$ cat src/verilog/mips_pkg.sv
`default_nettype none

package mips_pkg;

    typedef logic [31:0] word_t;
    typedef logic [4:0]  reg_addr_t;
    typedef logic [2:0]  alu_op_t;

    // ALU operation selectors
    localparam alu_op_t ALU_ADD = 3'd0;
    localparam alu_op_t ALU_SUB = 3'd1;
    localparam alu_op_t ALU_AND = 3'd2;
    localparam alu_op_t ALU_OR  = 3'd3;
    localparam alu_op_t ALU_XOR = 3'd4;
    localparam alu_op_t ALU_SLT = 3'd5;

    // Primary opcodes, inst[31:26]
    localparam logic [5:0] OP_SPECIAL = 6'b000000;
    localparam logic [5:0] OP_ADDIU   = 6'b001001;
    localparam logic [5:0] OP_ANDI    = 6'b001100;
    localparam logic [5:0] OP_ORI     = 6'b001101;
    localparam logic [5:0] OP_XORI    = 6'b001110;
    localparam logic [5:0] OP_LUI     = 6'b001111;
    localparam logic [5:0] OP_LW      = 6'b100011;
    localparam logic [5:0] OP_SW      = 6'b101011;

    // SPECIAL function codes, inst[5:0]
    localparam logic [5:0] FN_ADDU = 6'b100001;
    localparam logic [5:0] FN_SUBU = 6'b100011;
    localparam logic [5:0] FN_AND  = 6'b100100;
    localparam logic [5:0] FN_OR   = 6'b100101;
    localparam logic [5:0] FN_XOR  = 6'b100110;
    localparam logic [5:0] FN_SLT  = 6'b101010;

    localparam word_t RESET_PC = 32'h0000_0000;
    localparam int    NUM_REGS = 32;

endpackage

`default_nettype wire

$ cat src/verilog/fetch_stage.sv
`timescale 1ns/1ns
`default_nettype none

module fetch_stage (
    input  logic            clk,
    input  logic            arst_n_i,
    input  logic            stall_i,
    input  mips_pkg::word_t if_data_i,
    output logic            if_ce_o,
    output mips_pkg::word_t if_addr_o,
    output mips_pkg::word_t id_pc_o,
    output mips_pkg::word_t id_inst_o
);
    import mips_pkg::*;

    word_t pc_q;

    // Fetch starts one cycle after reset release
    always_ff @(posedge clk or negedge arst_n_i) begin
        if (!arst_n_i) begin
            if_ce_o <= 1'b0;
        end else begin
            if_ce_o <= 1'b1;
        end
    end

    always_ff @(posedge clk or negedge arst_n_i) begin
        if (!arst_n_i) begin
            pc_q <= RESET_PC;
        end else if (if_ce_o && !stall_i) begin
            pc_q <= pc_q + 32'd4;
        end
    end

    assign if_addr_o = pc_q;

    // Zero word decodes as a no-op
    always_ff @(posedge clk or negedge arst_n_i) begin
        if (!arst_n_i) begin
            id_pc_o   <= RESET_PC;
            id_inst_o <= '0;
        end else if (!stall_i) begin
            id_pc_o   <= pc_q;
            id_inst_o <= if_ce_o ? if_data_i : '0;
        end
    end

endmodule

`default_nettype wire

$ cat src/verilog/decode_stage.sv
`timescale 1ns/1ns
`default_nettype none

module decode_stage (
    input  mips_pkg::word_t     id_inst_i,
    output mips_pkg::reg_addr_t rs_addr_o,
    output mips_pkg::reg_addr_t rt_addr_o,
    input  mips_pkg::word_t     rs_data_i,
    input  mips_pkg::word_t     rt_data_i,
    input  logic                ex_wreg_i,
    input  mips_pkg::reg_addr_t ex_wd_i,
    input  mips_pkg::word_t     ex_wdata_i,
    input  logic                ex_is_load_i,
    input  logic                mem_wreg_i,
    input  mips_pkg::reg_addr_t mem_wd_i,
    input  mips_pkg::word_t     mem_wdata_i,
    output mips_pkg::alu_op_t   alu_op_o,
    output mips_pkg::word_t     opa_o,
    output mips_pkg::word_t     opb_o,
    output mips_pkg::word_t     store_data_o,
    output logic                wreg_o,
    output mips_pkg::reg_addr_t wd_o,
    output logic                is_load_o,
    output logic                is_store_o,
    output logic                stall_o
);
    import mips_pkg::*;

    logic [5:0] opcode;
    logic [5:0] funct;
    reg_addr_t  rd;
    logic       rs_read;
    logic       rt_read;
    logic       use_imm;
    logic       zero_a;
    word_t      imm_ext;
    word_t      rs_val;
    word_t      rt_val;

    assign opcode    = id_inst_i[31:26];
    assign funct     = id_inst_i[5:0];
    assign rd        = id_inst_i[15:11];
    assign rs_addr_o = id_inst_i[25:21];
    assign rt_addr_o = id_inst_i[20:16];

    always_comb begin
        alu_op_o   = ALU_ADD;
        wreg_o     = 1'b0;
        wd_o       = rd;
        rs_read    = 1'b0;
        rt_read    = 1'b0;
        use_imm    = 1'b0;
        zero_a     = 1'b0;
        is_load_o  = 1'b0;
        is_store_o = 1'b0;
        imm_ext    = {{16{id_inst_i[15]}}, id_inst_i[15:0]};
        case (opcode)
            OP_SPECIAL: begin
                rs_read = 1'b1;
                rt_read = 1'b1;
                wreg_o  = 1'b1;
                case (funct)
                    FN_ADDU: alu_op_o = ALU_ADD;
                    FN_SUBU: alu_op_o = ALU_SUB;
                    FN_AND:  alu_op_o = ALU_AND;
                    FN_OR:   alu_op_o = ALU_OR;
                    FN_XOR:  alu_op_o = ALU_XOR;
                    FN_SLT:  alu_op_o = ALU_SLT;
                    default: begin
                        // Unknown function code acts as a no-op
                        wreg_o  = 1'b0;
                        rs_read = 1'b0;
                        rt_read = 1'b0;
                    end
                endcase
            end
            OP_ADDIU, OP_LW, OP_SW: begin
                rs_read    = 1'b1;
                use_imm    = 1'b1;
                wd_o       = rt_addr_o;
                wreg_o     = (opcode != OP_SW);
                is_load_o  = (opcode == OP_LW);
                is_store_o = (opcode == OP_SW);
                rt_read    = (opcode == OP_SW);
            end
            OP_ANDI, OP_ORI, OP_XORI: begin
                rs_read  = 1'b1;
                use_imm  = 1'b1;
                wreg_o   = 1'b1;
                wd_o     = rt_addr_o;
                imm_ext  = {16'h0000, id_inst_i[15:0]};
                alu_op_o = (opcode == OP_ANDI) ? ALU_AND :
                           (opcode == OP_ORI)  ? ALU_OR  : ALU_XOR;
            end
            OP_LUI: begin
                use_imm  = 1'b1;
                zero_a   = 1'b1;
                wreg_o   = 1'b1;
                wd_o     = rt_addr_o;
                alu_op_o = ALU_OR;
                imm_ext  = {id_inst_i[15:0], 16'h0000};
            end
            default: ;
        endcase
    end

    // Youngest producer wins, r0 never forwards
    assign rs_val = (ex_wreg_i && ex_wd_i == rs_addr_o && rs_addr_o != '0)   ? ex_wdata_i  :
                    (mem_wreg_i && mem_wd_i == rs_addr_o && rs_addr_o != '0) ? mem_wdata_i :
                    rs_data_i;
    assign rt_val = (ex_wreg_i && ex_wd_i == rt_addr_o && rt_addr_o != '0)   ? ex_wdata_i  :
                    (mem_wreg_i && mem_wd_i == rt_addr_o && rt_addr_o != '0) ? mem_wdata_i :
                    rt_data_i;

    assign opa_o        = zero_a ? '0 : rs_val;
    assign opb_o        = use_imm ? imm_ext : rt_val;
    assign store_data_o = rt_val;

    // Load result is not ready until the memory stage
    assign stall_o = ex_is_load_i && ex_wreg_i && ex_wd_i != '0 &&
                     ((rs_read && ex_wd_i == rs_addr_o) || (rt_read && ex_wd_i == rt_addr_o));

endmodule

`default_nettype wire

$ cat src/verilog/regfile.sv
`timescale 1ns/1ns
`default_nettype none

module regfile (
    input  logic                clk,
    input  logic                arst_n_i,
    input  logic                we_i,
    input  mips_pkg::reg_addr_t waddr_i,
    input  mips_pkg::word_t     wdata_i,
    input  mips_pkg::reg_addr_t raddr1_i,
    input  mips_pkg::reg_addr_t raddr2_i,
    output mips_pkg::word_t     rdata1_o,
    output mips_pkg::word_t     rdata2_o
);
    import mips_pkg::*;

    word_t regs [NUM_REGS];

    always_ff @(posedge clk or negedge arst_n_i) begin
        if (!arst_n_i) begin
            regs <= '{default: '0};
        end else if (we_i && waddr_i != '0) begin
            regs[waddr_i] <= wdata_i;
        end
    end

    // Write-through so decode sees the value retiring this cycle
    assign rdata1_o = (raddr1_i == '0)                   ? '0      :
                      (we_i && waddr_i == raddr1_i)      ? wdata_i :
                      regs[raddr1_i];
    assign rdata2_o = (raddr2_i == '0)                   ? '0      :
                      (we_i && waddr_i == raddr2_i)      ? wdata_i :
                      regs[raddr2_i];

endmodule

`default_nettype wire

$ cat src/verilog/execute_stage.sv
`timescale 1ns/1ns
`default_nettype none

module execute_stage (
    input  logic                clk,
    input  logic                arst_n_i,
    input  logic                stall_i,
    input  mips_pkg::alu_op_t   alu_op_i,
    input  mips_pkg::word_t     opa_i,
    input  mips_pkg::word_t     opb_i,
    input  mips_pkg::word_t     store_data_i,
    input  logic                wreg_i,
    input  mips_pkg::reg_addr_t wd_i,
    input  logic                is_load_i,
    input  logic                is_store_i,
    output logic                ex_wreg_o,
    output mips_pkg::reg_addr_t ex_wd_o,
    output mips_pkg::word_t     ex_wdata_o,
    output logic                ex_is_load_o,
    output logic                mem_wreg_o,
    output mips_pkg::reg_addr_t mem_wd_o,
    output mips_pkg::word_t     mem_result_o,
    output mips_pkg::word_t     mem_store_data_o,
    output logic                mem_is_load_o,
    output logic                mem_is_store_o
);
    import mips_pkg::*;

    alu_op_t alu_op_q;
    word_t   opa_q;
    word_t   opb_q;
    word_t   store_data_q;
    logic    is_store_q;

    always_ff @(posedge clk or negedge arst_n_i) begin
        if (!arst_n_i) begin
            ex_wreg_o    <= 1'b0;
            ex_is_load_o <= 1'b0;
            is_store_q   <= 1'b0;
        end else if (stall_i) begin
            // Stall inserts a bubble behind the load
            ex_wreg_o    <= 1'b0;
            ex_is_load_o <= 1'b0;
            is_store_q   <= 1'b0;
        end else begin
            ex_wreg_o    <= wreg_i;
            ex_is_load_o <= is_load_i;
            is_store_q   <= is_store_i;
        end
    end

    always_ff @(posedge clk) begin
        alu_op_q     <= alu_op_i;
        opa_q        <= opa_i;
        opb_q        <= opb_i;
        store_data_q <= store_data_i;
        ex_wd_o      <= wd_i;
    end

    always_comb begin
        case (alu_op_q)
            ALU_ADD: ex_wdata_o = opa_q + opb_q;
            ALU_SUB: ex_wdata_o = opa_q - opb_q;
            ALU_AND: ex_wdata_o = opa_q & opb_q;
            ALU_OR:  ex_wdata_o = opa_q | opb_q;
            ALU_XOR: ex_wdata_o = opa_q ^ opb_q;
            ALU_SLT: ex_wdata_o = {31'd0, $signed(opa_q) < $signed(opb_q)};
            default: ex_wdata_o = '0;
        endcase
    end

    always_ff @(posedge clk or negedge arst_n_i) begin
        if (!arst_n_i) begin
            mem_wreg_o     <= 1'b0;
            mem_is_load_o  <= 1'b0;
            mem_is_store_o <= 1'b0;
        end else begin
            mem_wreg_o     <= ex_wreg_o;
            mem_is_load_o  <= ex_is_load_o;
            mem_is_store_o <= is_store_q;
        end
    end

    always_ff @(posedge clk) begin
        mem_wd_o         <= ex_wd_o;
        mem_result_o     <= ex_wdata_o;
        mem_store_data_o <= store_data_q;
    end

endmodule

`default_nettype wire

$ cat src/verilog/mem_stage.sv
`timescale 1ns/1ns
`default_nettype none

module mem_stage (
    input  logic                clk,
    input  logic                arst_n_i,
    input  mips_pkg::word_t     result_i,
    input  mips_pkg::word_t     store_data_i,
    input  logic                wreg_i,
    input  mips_pkg::reg_addr_t wd_i,
    input  logic                is_load_i,
    input  logic                is_store_i,
    input  mips_pkg::word_t     mem_data_i,
    output logic                mem_ce_o,
    output logic                mem_we_o,
    output mips_pkg::word_t     mem_addr_o,
    output mips_pkg::word_t     mem_data_o,
    output mips_pkg::word_t     fwd_wdata_o,
    output logic                wb_we_o,
    output mips_pkg::reg_addr_t wb_waddr_o,
    output mips_pkg::word_t     wb_wdata_o
);

    // ALU result doubles as the byte address
    assign mem_ce_o   = is_load_i | is_store_i;
    assign mem_we_o   = is_store_i;
    assign mem_addr_o = result_i;
    assign mem_data_o = store_data_i;

    assign fwd_wdata_o = is_load_i ? mem_data_i : result_i;

    always_ff @(posedge clk or negedge arst_n_i) begin
        if (!arst_n_i) begin
            wb_we_o <= 1'b0;
        end else begin
            wb_we_o <= wreg_i;
        end
    end

    always_ff @(posedge clk) begin
        wb_waddr_o <= wd_i;
        wb_wdata_o <= fwd_wdata_o;
    end

endmodule

`default_nettype wire

$ cat src/verilog/openmips.sv
`timescale 1ns/1ns
`default_nettype none

module openmips (
    input  logic            clk,
    input  logic            arst_n_i,
    input  mips_pkg::word_t if_data_i,
    output logic            if_ce_o,
    output mips_pkg::word_t if_addr_o,
    input  mips_pkg::word_t mem_data_i,
    output logic            mem_ce_o,
    output logic            mem_we_o,
    output mips_pkg::word_t mem_addr_o,
    output mips_pkg::word_t mem_data_o
);
    import mips_pkg::*;

    word_t     id_inst;
    reg_addr_t rs_addr;
    reg_addr_t rt_addr;
    word_t     rs_data;
    word_t     rt_data;
    logic      stall;

    // Decode to execute
    alu_op_t   id_alu_op;
    word_t     id_opa;
    word_t     id_opb;
    word_t     id_store_data;
    logic      id_wreg;
    reg_addr_t id_wd;
    logic      id_is_load;
    logic      id_is_store;

    // Execute outputs, also forwarded
    logic      ex_wreg;
    reg_addr_t ex_wd;
    word_t     ex_wdata;
    logic      ex_is_load;

    // Execute to memory
    logic      mem_wreg;
    reg_addr_t mem_wd;
    word_t     mem_result;
    word_t     mem_store_data;
    logic      mem_is_load;
    logic      mem_is_store;
    word_t     mem_fwd_wdata;

    // Write-back
    logic      wb_we;
    reg_addr_t wb_waddr;
    word_t     wb_wdata;

    fetch_stage fetch0 (
        .clk(clk), .arst_n_i(arst_n_i), .stall_i(stall),
        .if_data_i(if_data_i), .if_ce_o(if_ce_o), .if_addr_o(if_addr_o),
        .id_pc_o(), .id_inst_o(id_inst)
    );

    decode_stage decode0 (
        .id_inst_i(id_inst),
        .rs_addr_o(rs_addr), .rt_addr_o(rt_addr),
        .rs_data_i(rs_data), .rt_data_i(rt_data),
        .ex_wreg_i(ex_wreg), .ex_wd_i(ex_wd), .ex_wdata_i(ex_wdata),
        .ex_is_load_i(ex_is_load),
        .mem_wreg_i(mem_wreg), .mem_wd_i(mem_wd), .mem_wdata_i(mem_fwd_wdata),
        .alu_op_o(id_alu_op), .opa_o(id_opa), .opb_o(id_opb),
        .store_data_o(id_store_data), .wreg_o(id_wreg), .wd_o(id_wd),
        .is_load_o(id_is_load), .is_store_o(id_is_store), .stall_o(stall)
    );

    regfile regfile0 (
        .clk(clk), .arst_n_i(arst_n_i),
        .we_i(wb_we), .waddr_i(wb_waddr), .wdata_i(wb_wdata),
        .raddr1_i(rs_addr), .raddr2_i(rt_addr),
        .rdata1_o(rs_data), .rdata2_o(rt_data)
    );

    execute_stage execute0 (
        .clk(clk), .arst_n_i(arst_n_i), .stall_i(stall),
        .alu_op_i(id_alu_op), .opa_i(id_opa), .opb_i(id_opb),
        .store_data_i(id_store_data), .wreg_i(id_wreg), .wd_i(id_wd),
        .is_load_i(id_is_load), .is_store_i(id_is_store),
        .ex_wreg_o(ex_wreg), .ex_wd_o(ex_wd), .ex_wdata_o(ex_wdata),
        .ex_is_load_o(ex_is_load),
        .mem_wreg_o(mem_wreg), .mem_wd_o(mem_wd), .mem_result_o(mem_result),
        .mem_store_data_o(mem_store_data),
        .mem_is_load_o(mem_is_load), .mem_is_store_o(mem_is_store)
    );

    mem_stage mem0 (
        .clk(clk), .arst_n_i(arst_n_i),
        .result_i(mem_result), .store_data_i(mem_store_data),
        .wreg_i(mem_wreg), .wd_i(mem_wd),
        .is_load_i(mem_is_load), .is_store_i(mem_is_store),
        .mem_data_i(mem_data_i),
        .mem_ce_o(mem_ce_o), .mem_we_o(mem_we_o),
        .mem_addr_o(mem_addr_o), .mem_data_o(mem_data_o),
        .fwd_wdata_o(mem_fwd_wdata),
        .wb_we_o(wb_we), .wb_waddr_o(wb_waddr), .wb_wdata_o(wb_wdata)
    );

endmodule

`default_nettype wire

$ cat config.mk
export PLATFORM = sky130hd
export DESIGN_NAME = openmips
export DESIGN_NICKNAME = d
export VERILOG_FILES = /design/src/verilog/mips_pkg.sv /design/src/verilog/fetch_stage.sv /design/src/verilog/decode_stage.sv /design/src/verilog/regfile.sv /design/src/verilog/execute_stage.sv /design/src/verilog/mem_stage.sv /design/src/verilog/openmips.sv
export SDC_FILE = /design/constraint.sdc
export NUM_CORES = 2
export LEC_CHECK = 0
export ABC_AREA = 1
export BUFFER_PORTS_ARGS = -buffer_cell sky130_fd_sc_hd__buf_4
export CORE_AREA = 4 4 389 679
export DETAILED_ROUTE_END_ITERATION = 16
export DIE_AREA = 0 0 393 683
export GPL_ROUTABILITY_DRIVEN = 0
export SLEW_MARGIN = 40
export SYNTH_ARGS = -nofsm -noshare
export SYNTH_HDL_FRONTEND = slang
export SYNTH_HIERARCHICAL = 1
export SYNTH_SLANG_ARGS = --single-unit
$ cat constraint.sdc
create_clock -name clk -period 3.12 [get_ports clk]
set_input_delay 0.468 -clock clk [delete_from_list [all_inputs] [get_ports clk]]
set_output_delay 0.468 -clock clk [all_outputs]
set_load 0.02 [all_outputs]
==> flow_summary.toml <==
[clocking]
insertion_delay_ps = 800
clkSlewWorstSetupHoldPaths_ps = 70
ctsHtreeMaxLevel = 3
clock-root-buffer = "clkbuf_16"
cts_tree = "done"
numCtsBuffers = 115
cts_setup_buffers = 0
clock_sink_count = 1304
cts_buffer_depth = 3

[timing]
slew_headroom_pct = 40.1
worst_slack_ps = 57.7
slew_violations = 0
final.min_clock_period_ps = 3060
setup-violations-final = 0
timing.clock.skew_ps = 52.7
timing_worst_slew_pin_value_ps = 898
rsz0062_at_grt = "no"
final.setup.tns_ps = 0
max_freq_mhz = 327
timing_hold_violations_final = 0
layout_worst_path_cycle_share_pct = 98.2

[logic_synthesis]
synth_cells = 11200
syn-cell-area_sq_mm = 0.0762
synthesis.yosys.warnings = 6
synthesis.area_per_instance_sq_um = 6.82

[min_path]
hold_path_class = "in -> reg"
depth_of_the_worst_hold_timing_path = 3
holdPathEnd = "mem0/wb_wdata_o[22]$_DFF_P_"
worst_hold_path_startpoint = "mem_data_i[22]"

[placed_design]
placement.setup.worst_slack_ps = 132
place.port_buffers = 162
hpwl_um = 200000
dp.cells = 14100

[global_routing]
grt_pass1_vias = 72000
grt_max_degree = 96
grt_util_all_layers_pct = 22.9
grt_antenna_before_repair = 4
globalRoute.totalOverflow = 0
grt_first_pass_wirelength_um = 467000

[power]
power.ir.vdd_worst_mv = 0.552
power_per_cell_area_mw_per_mm2 = 547
leakagePower_nw = 40.0

[setup_path]
critical_path_arrival_ps = 3740
worstPathMaxFanout = 10
ff_to_ff_setup_slack_ps = 60
r2r_end = "execute0/store_data_q[24]$_DFF_P_"
r2r.worst_path.cells = 13
cp-start-kind = "flip-flop"
critical_setup_path_class = "reg -> reg"
worst_ep_required_time_ps = 3800
timing.rr.start = "execute0/opa_q[14]$_DFF_P_"
worst_setup_path_end_kind = "flip-flop"

[die]
coreArea_sq_mm = 0.258
chipWidth_um = 393
starting_utilization_of_the_core_area_pct = 29.5
pin_count = 165
die_h_um = 683
floorplan.die_area_sq_mm = 0.268
rows = 247

[finish]
instances_no_fill = 14400
syn2layout_area_growth_pct = 12.8
drive_gt1_share_pct = 7.94
final_net_count = 11100

[route]
first_pass_iters = 6
via_per_inst = 5.28
antenna_left = 0
post-route-drc-count = 0
post_drt_wl_per_cell_um = 22.0
wl_um = 316000
drt_iter0_drcs = 8473
vias = 76000

[run]
max_cap_viols = 0

[run_status]
outcome = "completed"
[timing repair]
item | CTS | global route
hold buffers | 50 | 0
gates resized for setup | 0 | 9
endpoints found under the setup margin | 0 | 15
hold endpoints to repair | 101 | 0
[worst max-delay path by stage]
stage | startpoint | end | depth (start not counted)
after global routing | execute0/opa_q[24]$_DFF_P_ | execute0/store_data_q[27]$_DFF_P_ | 14
after floorplan | fetch0/id_inst_o[30]$_DFFE_PN0N_ | fetch0/id_inst_o[16]$_DFFE_PN0N_ | 13
after detailed placement | fetch0/id_inst_o[21]$_DFFE_PN0N_ | execute0/opa_q[0]$_DFF_P_ | 16
final | execute0/opa_q[14]$_DFF_P_ | execute0/store_data_q[24]$_DFF_P_ | 13
after global placement | execute0/opa_q[23]$_DFF_P_ | execute0/store_data_q[28]$_DFF_P_ | 14
after CTS | fetch0/id_inst_o[21]$_DFFE_PN0N_ | execute0/opa_q[0]$_DFF_P_ | 16
[cell type report]
type | instances | area [sq um]
fillers | 27900 | 172000
inverters | 1106 | 4190
diodes | 5 | 12.5
clock buffers | 163 | 3340
clock inverters | 52 | 582
well taps | 3361 | 4210
multi-input cells | 7859 | 36700
repair buffers | 521 | 5320
flip-flops and latches | 1304 | 31600
[stage by stage]
| step | hold WS (ps) | instance area [sq um] | power, mW | utilization, % |
|---|---|---|---|---|
| after global placement | 315 | 81500 | 31.6 | 31.5 |
| after global routing | 42.7 | 86000 | 49.2 | 33.3 |
| final | 41.3 | 86000 | 47.1 | 33.3 |
| after CTS | 0.881 | 85900 | 47.0 | 33.3 |
| after floorplan | 172 | 76200 | 27.1 | - |
| after detailed placement | 314 | 81500 | 31.7 | 31.5 |
[flip-flops by register name (all words and copies together), names as in the netlist]
register,flops
regfile0/regs,1024
execute0/mem_result_o,32
execute0/mem_store_data_o,32
execute0/opa_q,32
execute0/opb_q,32
execute0/store_data_q,32
fetch0/id_inst_o,32
mem0/wb_wdata_o,32
fetch0/if_addr_o,30
execute0/ex_wd_o,5
execute0/mem_wd_o,5
mem0/wb_waddr_o,5
execute0/alu_op_q,3
execute0/ex_is_load_o,1
execute0/ex_wreg_o,1
execute0/is_store_q,1
execute0/mem_is_load_o,1
execute0/mem_is_store_o,1
execute0/mem_wreg_o,1
fetch0/if_ce_o,1
mem0/wb_we_o,1
[layout by cell type, fill, tap and decap left out, types with 32 or more instances in the layout]
| cell | count |
|---|---|
| buf_4 | 367 |
| o21ai_0 | 1384 |
| and2_1 | 35 |
| dfrtp_1 | 1084 |
| nand3_1 | 1413 |
| o211ai_1 | 187 |
| inv_1 | 1059 |
| dlygate4sd3_1 | 50 |
| nor2_1 | 497 |
| or2_2 | 55 |
| nand2_1 | 3471 |
| a22o_1 | 32 |
| buf_12 | 102 |
| nand3b_1 | 35 |
| ha_1 | 100 |
| o21ai_1 | 43 |
| dfxtp_1 | 210 |
| clkbuf_16 | 118 |
| a21oi_1 | 385 |
[per-layer routing]
layer	up-vias	global-route usage, %	part of all wire [%]
li1	35200	-	-
met1	35800	26.1	36
met2	3745	38.4	47
met3	1198	3.70	7.7
met4	2	17.6	9.1
met5	-	0	0.0041
[where the power goes]
group	total (mW)	internal, mW	switching [mW]
Clock	15.3	8.05	7.25
Combinational	11.6	3.37	8.21
Sequential	20.2	18.4	1.75
Total	47.1	29.8	17.2
[critical path, cell delays in order, from the launching register on]
cell,delay (ps)
dfxtp_1,370
inv_1,60
ha_1,490
nand2_1,140
inv_1,130
nand2_1,130
o21bai_1,410
nand2_1,140
nand3_1,100
nand2_1,50
nand3_1,80
nand3_1,340
nand3b_1,320
and2_1,190
No activity file was read; power rests on OpenSTA's default activity.
